`config.mk`:
```
export PLATFORM = sky130hd
export DESIGN_NAME = decode_cluster
export DESIGN_NICKNAME = d
export VERILOG_FILES = /design/src/logic/riscv_isa_pkg.sv /design/src/logic/decode_cfg_pkg.sv /design/src/logic/lane_out_if.sv /design/src/logic/instr_decode.sv /design/src/logic/decode_lane.sv /design/src/logic/lane_dispatch.sv /design/src/logic/lane_collect.sv /design/src/logic/decode_cluster.sv
export SDC_FILE = /design/constraint.sdc
export NUM_CORES = 1
export LEC_CHECK = 0
export ABC_AREA = 1
export BUFFER_PORTS_ARGS = -buffer_cell sky130_fd_sc_hd__buf_2
export CAP_MARGIN = 25
export CORE_MARGIN = 10
export CORE_UTILIZATION = 50
export CTS_BUF_LIST = sky130_fd_sc_hd__clkbuf_2
export CTS_CLUSTER_DIAMETER = 120
export DETAILED_ROUTE_END_ITERATION = 12
export PLACE_DENSITY = 0.67
export SETUP_SLACK_MARGIN = 0.2
export SLEW_MARGIN = 20
export SYNTH_ARGS = -nofsm -noshare
export SYNTH_HDL_FRONTEND = slang
export SYNTH_HIERARCHICAL = 1
export SYNTH_SLANG_ARGS = --single-unit
export TNS_END_PERCENT = 10
```
`constraint.sdc`:
```
create_clock -name clk_i -period 4.05 [get_ports clk_i]
set_input_delay 0.405 -clock clk_i [delete_from_list [all_inputs] [get_ports clk_i]]
set_output_delay 0.405 -clock clk_i [all_outputs]
set_load 0.05 [all_outputs]
```
`src/logic/riscv_isa_pkg.sv`:
```
// rv32if opcodes, one-hot class encodings, instruction word views and decoded field record
package riscv_isa_pkg;

	// major opcodes
	// --------------------
	localparam logic [6:0] OPC_LUI       = 7'b0110111;
	localparam logic [6:0] OPC_AUIPC     = 7'b0010111;
	localparam logic [6:0] OPC_JAL       = 7'b1101111;
	localparam logic [6:0] OPC_JALR      = 7'b1100111;
	localparam logic [6:0] OPC_LOAD      = 7'b0000011;
	localparam logic [6:0] OPC_ARITH_IMM = 7'b0010011;
	localparam logic [6:0] OPC_BRANCH    = 7'b1100011;
	localparam logic [6:0] OPC_STORE     = 7'b0100011;
	localparam logic [6:0] OPC_ARITH_REG = 7'b0110011;
	localparam logic [6:0] OPC_FLOAD     = 7'b0000111;
	localparam logic [6:0] OPC_FSTORE    = 7'b0100111;
	localparam logic [6:0] OPC_FMADD     = 7'b1000011;
	localparam logic [6:0] OPC_FMSUB     = 7'b1000111;
	localparam logic [6:0] OPC_FNMSUB    = 7'b1001011;
	localparam logic [6:0] OPC_FNMADD    = 7'b1001111;
	localparam logic [6:0] OPC_FARITH    = 7'b1010011;

	// one bit per instruction class
	// --------------------
	localparam logic [15:0] ENC_NONE      = 16'h0000;
	localparam logic [15:0] ENC_LUI       = 16'h0001;
	localparam logic [15:0] ENC_AUIPC     = 16'h0002;
	localparam logic [15:0] ENC_JAL       = 16'h0004;
	localparam logic [15:0] ENC_JALR      = 16'h0008;
	localparam logic [15:0] ENC_LOAD      = 16'h0010;
	localparam logic [15:0] ENC_ARITH_IMM = 16'h0020;
	localparam logic [15:0] ENC_BRANCH    = 16'h0040;
	localparam logic [15:0] ENC_STORE     = 16'h0080;
	localparam logic [15:0] ENC_ARITH_REG = 16'h0100;
	localparam logic [15:0] ENC_FLOAD     = 16'h0200;
	localparam logic [15:0] ENC_FSTORE    = 16'h0400;
	localparam logic [15:0] ENC_FMADD     = 16'h0800;
	localparam logic [15:0] ENC_FMSUB     = 16'h1000;
	localparam logic [15:0] ENC_FNMADD    = 16'h2000;
	localparam logic [15:0] ENC_FNMSUB    = 16'h4000;
	localparam logic [15:0] ENC_FARITH    = 16'h8000;

	// register layout, fsrc3 doubles as func5 and rm as func3
	typedef struct packed {
		logic [4:0] fsrc3;
		logic [1:0] func2;
		logic [4:0] fsrc2;
		logic [4:0] fsrc1;
		logic [2:0] rm;
		logic [4:0] fdest;
		logic [6:0] opcode;
	} r4_view_t;

	// immediate layout
	typedef struct packed {
		logic [11:0] imm_hi;
		logic [4:0]  fsrc1;
		logic [2:0]  func3;
		logic [4:0]  imm_lo;
		logic [6:0]  opcode;
	} imm_view_t;

	typedef union packed {
		r4_view_t  r4;
		imm_view_t imm;
	} instr_word_u;

	typedef struct packed {
		logic [6:0] func7;
		logic [4:0] func5;
		logic [2:0] func3;
		logic [2:0] rm;
		logic [4:0] fsrc3;
		logic [4:0] fsrc2;
		logic [4:0] fsrc1;
		logic [4:0] fdest;
	} dec_fields_t;

endpackage

```
`src/logic/decode_cfg_pkg.sv`:
```
// lane count, queue depth, credit counts and derived counter widths of the decode cluster
package decode_cfg_pkg;

	// lanes and queues
	// --------------------
	localparam int NUM_LANES  = 3;
	localparam int LANE_DEPTH = 2;

	// credit loops
	// --------------------
	localparam int IN_CREDITS  = NUM_LANES * LANE_DEPTH;
	localparam int OUT_CREDITS = 4;

	// widths
	// --------------------
	localparam int LANE_IDX_W = (NUM_LANES > 1) ? $clog2(NUM_LANES) : 1;
	localparam int LANE_PTR_W = (LANE_DEPTH > 1) ? $clog2(LANE_DEPTH) : 1;

	// wide enough for lane occupancy and the downstream credit count
	localparam int CREDIT_W =
		$clog2(((LANE_DEPTH > OUT_CREDITS) ? LANE_DEPTH : OUT_CREDITS) + 1);

endpackage

```
`src/logic/lane_out_if.sv`:
```
// lane head to collector interface with lane and collector modports
`timescale 1ns/100ps

interface lane_out_if;

	logic                       head_valid;
	logic [15:0]                encoding;
	riscv_isa_pkg::dec_fields_t fields;
	logic [31:0]                imm32;
	logic                       exception;
	// one cycle per consumed head word
	logic                       pop;

	modport lane (
		output head_valid,
		output encoding,
		output fields,
		output imm32,
		output exception,
		input  pop
	);

	modport collector (
		input  head_valid,
		input  encoding,
		input  fields,
		input  imm32,
		input  exception,
		output pop
	);

endinterface

```
`src/logic/instr_decode.sv`:
```
// combinational rv32if decoder producing class, fields, immediate and exception
`timescale 1ns/100ps

module instr_decode (
	input  logic [31:0]                instr_i,
	output logic [15:0]                encoding_o,
	output riscv_isa_pkg::dec_fields_t fields_o,
	output logic [31:0]                imm32_o,
	output logic                       exception_o
);

	riscv_isa_pkg::instr_word_u word;
	logic [31:0] imm_i_form;
	logic [31:0] imm_s_form;
	logic [31:0] imm_b_form;
	logic [31:0] imm_u_form;
	logic [31:0] imm_j_form;

	assign word = instr_i;

	// immediate forms
	// --------------------
	assign imm_i_form = {{20{word.imm.imm_hi[11]}}, word.imm.imm_hi};
	assign imm_s_form = {{20{word.imm.imm_hi[11]}}, word.imm.imm_hi[11:5], word.imm.imm_lo};
	assign imm_b_form = {{19{word.imm.imm_hi[11]}}, word.imm.imm_hi[11], word.imm.imm_lo[0],
		word.imm.imm_hi[10:5], word.imm.imm_lo[4:1], 1'b0};
	assign imm_u_form = {word.imm.imm_hi, word.imm.fsrc1, word.imm.func3, 12'h000};
	// j form picks bits 19:12 straight out of fsrc1 and func3
	assign imm_j_form = {{11{word.imm.imm_hi[11]}}, word.imm.imm_hi[11], word.imm.fsrc1,
		word.imm.func3, word.imm.imm_hi[0], word.imm.imm_hi[10:1], 1'b0};

	// decode by opcode
	// --------------------
	always_comb begin
		encoding_o  = riscv_isa_pkg::ENC_NONE;
		fields_o    = '0;
		imm32_o     = '0;
		exception_o = 1'b0;

		case (word.r4.opcode)
			riscv_isa_pkg::OPC_LUI,
			riscv_isa_pkg::OPC_AUIPC: begin
				encoding_o = (word.r4.opcode == riscv_isa_pkg::OPC_LUI) ?
					riscv_isa_pkg::ENC_LUI : riscv_isa_pkg::ENC_AUIPC;
				fields_o.fdest = word.r4.fdest;
				imm32_o        = imm_u_form;
			end
			riscv_isa_pkg::OPC_JAL: begin
				encoding_o     = riscv_isa_pkg::ENC_JAL;
				fields_o.fdest = word.r4.fdest;
				imm32_o        = imm_j_form;
			end
			riscv_isa_pkg::OPC_JALR: begin
				encoding_o     = riscv_isa_pkg::ENC_JALR;
				fields_o.fsrc1 = word.r4.fsrc1;
				fields_o.fdest = word.r4.fdest;
				imm32_o        = imm_i_form;
			end
			riscv_isa_pkg::OPC_LOAD,
			riscv_isa_pkg::OPC_ARITH_IMM: begin
				encoding_o = (word.r4.opcode == riscv_isa_pkg::OPC_LOAD) ?
					riscv_isa_pkg::ENC_LOAD : riscv_isa_pkg::ENC_ARITH_IMM;
				fields_o.fsrc1 = word.r4.fsrc1;
				fields_o.func3 = word.r4.rm;
				fields_o.fdest = word.r4.fdest;
				imm32_o        = imm_i_form;
			end
			riscv_isa_pkg::OPC_BRANCH,
			riscv_isa_pkg::OPC_STORE: begin
				encoding_o = (word.r4.opcode == riscv_isa_pkg::OPC_BRANCH) ?
					riscv_isa_pkg::ENC_BRANCH : riscv_isa_pkg::ENC_STORE;
				fields_o.fsrc2 = word.r4.fsrc2;
				fields_o.fsrc1 = word.r4.fsrc1;
				fields_o.func3 = word.r4.rm;
				imm32_o = (word.r4.opcode == riscv_isa_pkg::OPC_BRANCH) ? imm_b_form : imm_s_form;
			end
			riscv_isa_pkg::OPC_ARITH_REG: begin
				encoding_o     = riscv_isa_pkg::ENC_ARITH_REG;
				fields_o.func7 = {word.r4.fsrc3, word.r4.func2};
				fields_o.fsrc2 = word.r4.fsrc2;
				fields_o.fsrc1 = word.r4.fsrc1;
				fields_o.func3 = word.r4.rm;
				fields_o.fdest = word.r4.fdest;
			end
			// single precision memory
			riscv_isa_pkg::OPC_FLOAD: begin
				encoding_o     = riscv_isa_pkg::ENC_FLOAD;
				fields_o.fsrc1 = word.r4.fsrc1;
				fields_o.fdest = word.r4.fdest;
				imm32_o        = imm_i_form;
			end
			riscv_isa_pkg::OPC_FSTORE: begin
				encoding_o     = riscv_isa_pkg::ENC_FSTORE;
				fields_o.fsrc2 = word.r4.fsrc2;
				fields_o.fsrc1 = word.r4.fsrc1;
				imm32_o        = imm_s_form;
			end
			// fused multiply-add family, three sources and a rounding mode
			riscv_isa_pkg::OPC_FMADD,
			riscv_isa_pkg::OPC_FMSUB,
			riscv_isa_pkg::OPC_FNMADD,
			riscv_isa_pkg::OPC_FNMSUB: begin
				case (word.r4.opcode)
					riscv_isa_pkg::OPC_FMADD:  encoding_o = riscv_isa_pkg::ENC_FMADD;
					riscv_isa_pkg::OPC_FMSUB:  encoding_o = riscv_isa_pkg::ENC_FMSUB;
					riscv_isa_pkg::OPC_FNMADD: encoding_o = riscv_isa_pkg::ENC_FNMADD;
					default:                   encoding_o = riscv_isa_pkg::ENC_FNMSUB;
				endcase
				fields_o.fsrc3 = word.r4.fsrc3;
				fields_o.fsrc2 = word.r4.fsrc2;
				fields_o.fsrc1 = word.r4.fsrc1;
				fields_o.rm    = word.r4.rm;
				fields_o.fdest = word.r4.fdest;
			end
			riscv_isa_pkg::OPC_FARITH: begin
				encoding_o     = riscv_isa_pkg::ENC_FARITH;
				fields_o.func5 = word.r4.fsrc3;
				fields_o.fsrc2 = word.r4.fsrc2;
				fields_o.fsrc1 = word.r4.fsrc1;
				fields_o.rm    = word.r4.rm;
				fields_o.fdest = word.r4.fdest;
			end
			// unknown opcode
			default: begin
				exception_o = 1'b1;
			end
		endcase
	end

endmodule

```
`src/logic/decode_lane.sv`:
```
// decode lane: raw word queue with its head decoded and a credit per pop
`timescale 1ns/100ps

module decode_lane (
	input  logic        clk_i,
	input  logic        rst_n_i,
	input  logic        push_i,
	input  logic [31:0] instr_i,
	output logic        credit_o,
	lane_out_if.lane    lane_o
);

	localparam int PTR_W = decode_cfg_pkg::LANE_PTR_W;
	localparam int CNT_W = decode_cfg_pkg::CREDIT_W;

	logic [31:0]      queue_mem [decode_cfg_pkg::LANE_DEPTH];
	logic [PTR_W-1:0] wr_ptr;
	logic [PTR_W-1:0] rd_ptr;
	logic [CNT_W-1:0] count;

	// queue
	// --------------------
	always_ff @(posedge clk_i) begin
		if (push_i) begin
			queue_mem[wr_ptr] <= instr_i;
		end
	end

	always_ff @(posedge clk_i) begin
		if (!rst_n_i) begin
			wr_ptr <= '0;
			rd_ptr <= '0;
			count  <= '0;
		end else begin
			if (push_i) begin
				wr_ptr <= (wr_ptr == PTR_W'(decode_cfg_pkg::LANE_DEPTH - 1)) ? '0 : wr_ptr + 1'b1;
			end
			if (lane_o.pop) begin
				rd_ptr <= (rd_ptr == PTR_W'(decode_cfg_pkg::LANE_DEPTH - 1)) ? '0 : rd_ptr + 1'b1;
			end
			case ({push_i, lane_o.pop})
				2'b10:   count <= count + 1'b1;
				2'b01:   count <= count - 1'b1;
				default: count <= count;
			endcase
		end
	end

	assign lane_o.head_valid = (count != '0);

	// every pop frees one entry upstream
	assign credit_o = lane_o.pop;

	// head decode
	// --------------------
	instr_decode u_instr_decode (
		.instr_i     (queue_mem[rd_ptr]),
		.encoding_o  (lane_o.encoding),
		.fields_o    (lane_o.fields),
		.imm32_o     (lane_o.imm32),
		.exception_o (lane_o.exception)
	);

	// dispatcher credits must keep pushes off a full lane
	a_no_push_full: assert property (@(posedge clk_i) disable iff (!rst_n_i)
		push_i |-> (count != CNT_W'(decode_cfg_pkg::LANE_DEPTH)))
		else $error("push into full lane queue");

	// collector only pops a valid head
	a_no_pop_empty: assert property (@(posedge clk_i) disable iff (!rst_n_i)
		lane_o.pop |-> (count != '0))
		else $error("pop from empty lane queue");

endmodule

```
`src/logic/lane_dispatch.sv`:
```
// input register, rotating lane steering, per-lane credit counters and upstream credit return
`timescale 1ns/100ps

module lane_dispatch (
	input  logic                                 clk_i,
	input  logic                                 rst_n_i,
	input  logic                                 instr_valid_i,
	input  logic [31:0]                          instr_i,
	input  logic [decode_cfg_pkg::NUM_LANES-1:0] lane_credit_i,
	output logic [decode_cfg_pkg::NUM_LANES-1:0] lane_push_o,
	output logic [31:0]                          lane_instr_o,
	output logic                                 in_credit_o
);

	localparam int IDX_W = decode_cfg_pkg::LANE_IDX_W;
	localparam int CNT_W = decode_cfg_pkg::CREDIT_W;

	logic             valid_q;
	logic [31:0]      instr_q;
	logic [IDX_W-1:0] wr_ptr;
	logic [CNT_W-1:0] lane_cnt [decode_cfg_pkg::NUM_LANES];

	// input stage
	// --------------------
	always_ff @(posedge clk_i) begin
		instr_q <= instr_i;
	end

	always_ff @(posedge clk_i) begin
		if (!rst_n_i) begin
			valid_q     <= 1'b0;
			in_credit_o <= 1'b0;
		end else begin
			valid_q     <= instr_valid_i;
			// at most one pop per cycle, so one credit at most
			in_credit_o <= |lane_credit_i;
		end
	end

	// steering
	// --------------------
	always_ff @(posedge clk_i) begin
		if (!rst_n_i) begin
			wr_ptr <= '0;
		end else if (valid_q) begin
			wr_ptr <= (wr_ptr == IDX_W'(decode_cfg_pkg::NUM_LANES - 1)) ? '0 : wr_ptr + 1'b1;
		end
	end

	always_comb begin
		for (int i = 0; i < decode_cfg_pkg::NUM_LANES; i++) begin
			lane_push_o[i] = valid_q && (wr_ptr == IDX_W'(i));
		end
	end

	assign lane_instr_o = instr_q;

	// free entries per lane
	always_ff @(posedge clk_i) begin
		for (int i = 0; i < decode_cfg_pkg::NUM_LANES; i++) begin
			if (!rst_n_i) begin
				lane_cnt[i] <= CNT_W'(decode_cfg_pkg::LANE_DEPTH);
			end else begin
				case ({lane_push_o[i], lane_credit_i[i]})
					2'b10:   lane_cnt[i] <= lane_cnt[i] - 1'b1;
					2'b01:   lane_cnt[i] <= lane_cnt[i] + 1'b1;
					default: lane_cnt[i] <= lane_cnt[i];
				endcase
			end
		end
	end

	// rotation on both sides keeps the write lane among the emptiest
	a_push_has_room: assert property (@(posedge clk_i) disable iff (!rst_n_i)
		valid_q |-> (lane_cnt[wr_ptr] != '0))
		else $error("push steered to lane without free entry");

endmodule

```
`src/logic/lane_collect.sv`:
```
// in-order rotating lane drain with downstream credit counter and registered output record
`timescale 1ns/100ps

module lane_collect (
	input  logic                       clk_i,
	input  logic                       rst_n_i,
	input  logic                       out_credit_i,
	lane_out_if.collector              lane_i [decode_cfg_pkg::NUM_LANES],
	output logic                       dec_valid_o,
	output logic [15:0]                dec_encoding_o,
	output riscv_isa_pkg::dec_fields_t dec_fields_o,
	output logic [31:0]                dec_imm32_o,
	output logic                       dec_exception_o
);

	localparam int IDX_W = decode_cfg_pkg::LANE_IDX_W;
	localparam int CNT_W = decode_cfg_pkg::CREDIT_W;

	logic [decode_cfg_pkg::NUM_LANES-1:0] head_valid;
	logic [decode_cfg_pkg::NUM_LANES-1:0] head_exc;
	logic [15:0]                          head_enc [decode_cfg_pkg::NUM_LANES];
	riscv_isa_pkg::dec_fields_t           head_fld [decode_cfg_pkg::NUM_LANES];
	logic [31:0]                          head_imm [decode_cfg_pkg::NUM_LANES];
	logic [IDX_W-1:0]                     rd_ptr;
	logic [CNT_W-1:0]                     out_cnt;
	logic                                 pop;

	// flatten the lane heads so the read pointer can index them
	for (genvar g = 0; g < decode_cfg_pkg::NUM_LANES; g++) begin : g_head
		assign head_valid[g] = lane_i[g].head_valid;
		assign head_exc[g]   = lane_i[g].exception;
		assign head_enc[g]   = lane_i[g].encoding;
		assign head_fld[g]   = lane_i[g].fields;
		assign head_imm[g]   = lane_i[g].imm32;
		assign lane_i[g].pop = pop && (rd_ptr == IDX_W'(g));
	end

	assign pop = head_valid[rd_ptr] && (out_cnt != '0);

	// rotation and credits
	// --------------------
	always_ff @(posedge clk_i) begin
		if (!rst_n_i) begin
			rd_ptr      <= '0;
			out_cnt     <= CNT_W'(decode_cfg_pkg::OUT_CREDITS);
			dec_valid_o <= 1'b0;
		end else begin
			dec_valid_o <= pop;
			if (pop) begin
				rd_ptr <= (rd_ptr == IDX_W'(decode_cfg_pkg::NUM_LANES - 1)) ? '0 : rd_ptr + 1'b1;
			end
			case ({pop, out_credit_i})
				2'b10:   out_cnt <= out_cnt - 1'b1;
				2'b01:   out_cnt <= out_cnt + 1'b1;
				default: out_cnt <= out_cnt;
			endcase
		end
	end

	// output record
	// --------------------
	always_ff @(posedge clk_i) begin
		if (pop) begin
			dec_encoding_o  <= head_enc[rd_ptr];
			dec_fields_o    <= head_fld[rd_ptr];
			dec_imm32_o     <= head_imm[rd_ptr];
			dec_exception_o <= head_exc[rd_ptr];
		end
	end

	// downstream never hands back more than it was given
	a_credit_bound: assert property (@(posedge clk_i) disable iff (!rst_n_i)
		out_cnt <= CNT_W'(decode_cfg_pkg::OUT_CREDITS))
		else $error("downstream credit count above limit");

endmodule

```
`src/logic/decode_cluster.sv`:
```
// decode cluster top: dispatcher, generated decode lanes and in-order collector
`timescale 1ns/100ps

module decode_cluster (
	input  logic        clk_i,
	input  logic        rst_n_i,
	input  logic        instr_valid_i,
	input  logic [31:0] instr_i,
	input  logic        out_credit_i,
	output logic        in_credit_o,
	output logic        dec_valid_o,
	output logic [15:0] dec_encoding_o,
	output logic [6:0]  dec_func7_o,
	output logic [4:0]  dec_func5_o,
	output logic [2:0]  dec_func3_o,
	output logic [2:0]  dec_rm_o,
	output logic [4:0]  dec_fsrc3_o,
	output logic [4:0]  dec_fsrc2_o,
	output logic [4:0]  dec_fsrc1_o,
	output logic [4:0]  dec_fdest_o,
	output logic [31:0] dec_imm32_o,
	output logic        dec_exception_o
);

	logic [decode_cfg_pkg::NUM_LANES-1:0] lane_push;
	logic [decode_cfg_pkg::NUM_LANES-1:0] lane_credit;
	logic [31:0]                          lane_instr;
	riscv_isa_pkg::dec_fields_t           dec_fields;

	lane_out_if lane_out [decode_cfg_pkg::NUM_LANES] ();

	lane_dispatch u_lane_dispatch (
		.clk_i         (clk_i),
		.rst_n_i       (rst_n_i),
		.instr_valid_i (instr_valid_i),
		.instr_i       (instr_i),
		.lane_credit_i (lane_credit),
		.lane_push_o   (lane_push),
		.lane_instr_o  (lane_instr),
		.in_credit_o   (in_credit_o)
	);

	for (genvar g = 0; g < decode_cfg_pkg::NUM_LANES; g++) begin : g_lane
		decode_lane u_decode_lane (
			.clk_i    (clk_i),
			.rst_n_i  (rst_n_i),
			.push_i   (lane_push[g]),
			.instr_i  (lane_instr),
			.credit_o (lane_credit[g]),
			.lane_o   (lane_out[g])
		);
	end

	lane_collect u_lane_collect (
		.clk_i           (clk_i),
		.rst_n_i         (rst_n_i),
		.out_credit_i    (out_credit_i),
		.lane_i          (lane_out),
		.dec_valid_o     (dec_valid_o),
		.dec_encoding_o  (dec_encoding_o),
		.dec_fields_o    (dec_fields),
		.dec_imm32_o     (dec_imm32_o),
		.dec_exception_o (dec_exception_o)
	);

	// record fields out as plain ports
	assign dec_func7_o = dec_fields.func7;
	assign dec_func5_o = dec_fields.func5;
	assign dec_func3_o = dec_fields.func3;
	assign dec_rm_o    = dec_fields.rm;
	assign dec_fsrc3_o = dec_fields.fsrc3;
	assign dec_fsrc2_o = dec_fields.fsrc2;
	assign dec_fsrc1_o = dec_fields.fsrc1;
	assign dec_fdest_o = dec_fields.fdest;

endmodule

```
==> reports/results.txt <==
fmax: 362 MHz
Slew Viols, Final: 0
top post-synthesis cells by count: 473 x nand2_1, 279 x edfxtp_1, 168 x nor2_1
Req. time, crit path: 4.68 ns
Mapped Avg Cell Area: 10.1 um^2
Iteration-0 DRC Markers: 1394
Power Dens Cells: 625 nW/um^2
mapped cell area: 17100 um^2
crit path max fanout: 25
VDD IR-drop max: 452 uV
I/O Buffers: 124
vias: 13.0k
worst hold path type: in -> reg
GPL Wtd Cong: 1.00
Pleak: 8.56 nW
starting density of the core: 50.9%
fin crit period: 2.76 ns
area occupied by multi-input gates: 6360 um^2
Crit Path Class: reg -> reg
Seq cells post-synth: 339
drt pass-1 iters: 5
Die Wd: 205 um
Top FF cell, synth: edfxtp_1
crit start category: flop
number of global-route vias before repair: 12.4k
TritonCTS clock tree: done
post-route ant nets: 0
level count of the clock H-tree: 3
CTS Root Cell: clkbuf_2
count leader, synth: nand2_1
Die Ht: 205 um
Longest Clk Path Bufs: 3
Synth Warn #: 6
pin count of the biggest net entering global routing: 89
Core Rows: 67
Post-synth EDFFs: 279
total gr overflow: 0
skew final: 0.0592 ns
status: completed
post-synth net total: 1739
Async SR Flop Fraction: 0%
routed length per instance: 19.3 um
DIE AREA: 42000 um^2
share of the synthesized area in the top cell type: 49.0%
first-pass GRT wire length: 70.7 mm
gr busiest metal: met2
setup TNS: 0 ns
Worst-Margin Slew: 1.04 ns
Worst Hold Slack: 0.107 ns
Slew Limit Headroom: 30.9%
maxcap violations: 0
share of post-route cells with drive strength above 1: 24.7%
Netlist cell types: 37
Remaining DRCs: 0
HPWL after DPL: 32.0 mm
fillcell total: 2900
final setup fails: 0
grt met1 use: 29.4%
Global Route met2 Usage: 34.3%
CTS Buf Count: 85
Synth area leaders: edfxtp_1 49%, nand2_1 10%, mux2_4 7.9%
Seq/Total Area, Yosys: 56.0%
final hold violations: 0
Mapped Cells: 1695
Reg area: 9580 um^2
Area growth syn-to-layout: 11.8%
final WL: 46.5 mm
worst-skew pair later-pin latency: 0.94 ns
met3 usage: 4.28%
initial antenna violation count: 2
nets: 1934
cell taking the most area after synthesis: edfxtp_1
Data arrival, critical path: 3.39 ns
Resized cells post-CTS: 0
Core Area: 33600 um^2
gr usage total: 21.9%
Ports: 125
CP endpoint kind: flop
Clk pin slew, worst setup/hold paths: 0.12 ns
via/cell ratio: 5.39
clk sinks: 339
Final period util: 68.2%
RSZ-0062 raised after global routing: no
==> cell families (layout without fill, tap and decap cells) <==
kind of cell,after synthesis,count (layout),share of synthesized area (%)
buffers and inverters,235,501,6.90
muxes,96,96,8.29
and+or+nand+nor,866,866,23.0
other,0,2,0
adders and majority gates,8,8,0.761
AOI/OAI and AO/OA,150,150,5.02
xor gates and xnor gates,1,1,0.0512
DFF,339,339,56.0
==> critical path, cell delays in order (launching register included) <==
cell and delay (ns):
dfxtp_2 0.49, buf_4 0.57, mux2_4 0.41, nand3_1 0.17, nand2_1 0.10, inv_1 0.36, nand4_1 0.14, nand2_1 0.10
nand3_1 0.10
==> final timing paths <==
check / to / start / slack (ns) / depth (start not counted)
setup / recovery: u_lane_collect/dec_imm32_o[28] / flop / 1.29 / 8
hold / removal: u_lane_dispatch/lane_instr_o[5] / instr_i[5] / 0.11 / 2
setup reg to reg: u_lane_collect/dec_imm32_o[28] / flop / 1.29 / 8
hold reg to reg: g_lane[0].u_decode_lane/queue_mem[0][9] / u_lane_dispatch/lane_instr_o[9] / 0.49 / 0
==> layout make-up <==
| class | count | share of cell area, % |
|---|---|---|
| Antenna cell | 2 | 0.0262 |
| Clock buffer | 118 | 3.09 |
| Clock inverter | 40 | 1.69 |
| Inverter | 172 | 3.41 |
| Multi-Input combinational cell | 1121 | 33.2 |
| Sequential cell | 339 | 50.1 |
| Tap cell | 448 | 2.93 |
| Timing Repair Buffer | 171 | 5.56 |
==> sequential cells by signal (all words and copies together), names as in the netlist, 2 cells and up, named ones only <==
register                        count
u_lane_dispatch/lane_instr_o       32
u_lane_collect/dec_fields_o        38
g_lane.u_decode_lane/wr_ptr         3
u_lane_dispatch/wr_ptr              2
u_lane_collect/dec_encoding_o      16
u_lane_collect/dec_imm32_o         32
u_lane_collect/rd_ptr               2
u_lane_collect/out_cnt              3
g_lane.u_decode_lane/rd_ptr         3
g_lane.u_decode_lane/queue_mem    192
g_lane.u_decode_lane/count          9
==> where the power goes <==
part | switching [mW] | leakage (nW) | internal (mW) | total, mW
clock | 1.38 | 0.642 | 1.18 | 2.57
sequential | 0.283 | 3.09 | 4.58 | 4.86
combinational | 3.52 | 4.83 | 1.02 | 4.54
==> cells in the final DEF (no fill, tap or decap), types with 57 or more instances in the layout <==
master and instances:
mux2_4 90, dfxtp_1 57, nand2_1 473, edfxtp_1 279, buf_2 124, nand3_1 114
clkbuf_2 118, inv_1 139, nor2_1 165, a21oi_1 58
==> per-stage QoR <==
step / util (%) / total power, mW / setup slack (ns) / area (um^2) / cells
2_1_floorplan: - / 8.47 / 0.357 / 17100 / 1695
3_3_place_gp: 53.1 / 9.37 / 1.44 / 17900 / 2215
3_5_place_dp: 53.1 / 9.44 / 1.35 / 17900 / 2215
4_1_cts: 56.9 / 12.1 / 1.31 / 19100 / 2409
5_1_grt: 56.9 / 12.6 / 1.07 / 19100 / 2411
6_report: 56.9 / 12.0 / 1.29 / 19100 / 2411
==> metal layers <==
| layer | share of wire, % | up-vias |
|---|---|---|
| met4 | 3.4 | 0 |
| met1 | 42 | 6113 |
| met2 | 46 | 672 |
| li1 | - | 6126 |
| met5 | 0 | - |
| met3 | 9.1 | 84 |
==> timing repair <==
item,in CTS,in global routing
buffers inserted,0,0
hold buffers,36,0
endpoints found under the hold margin,59,0
Note: power is estimated with default switching activity, not from simulation.
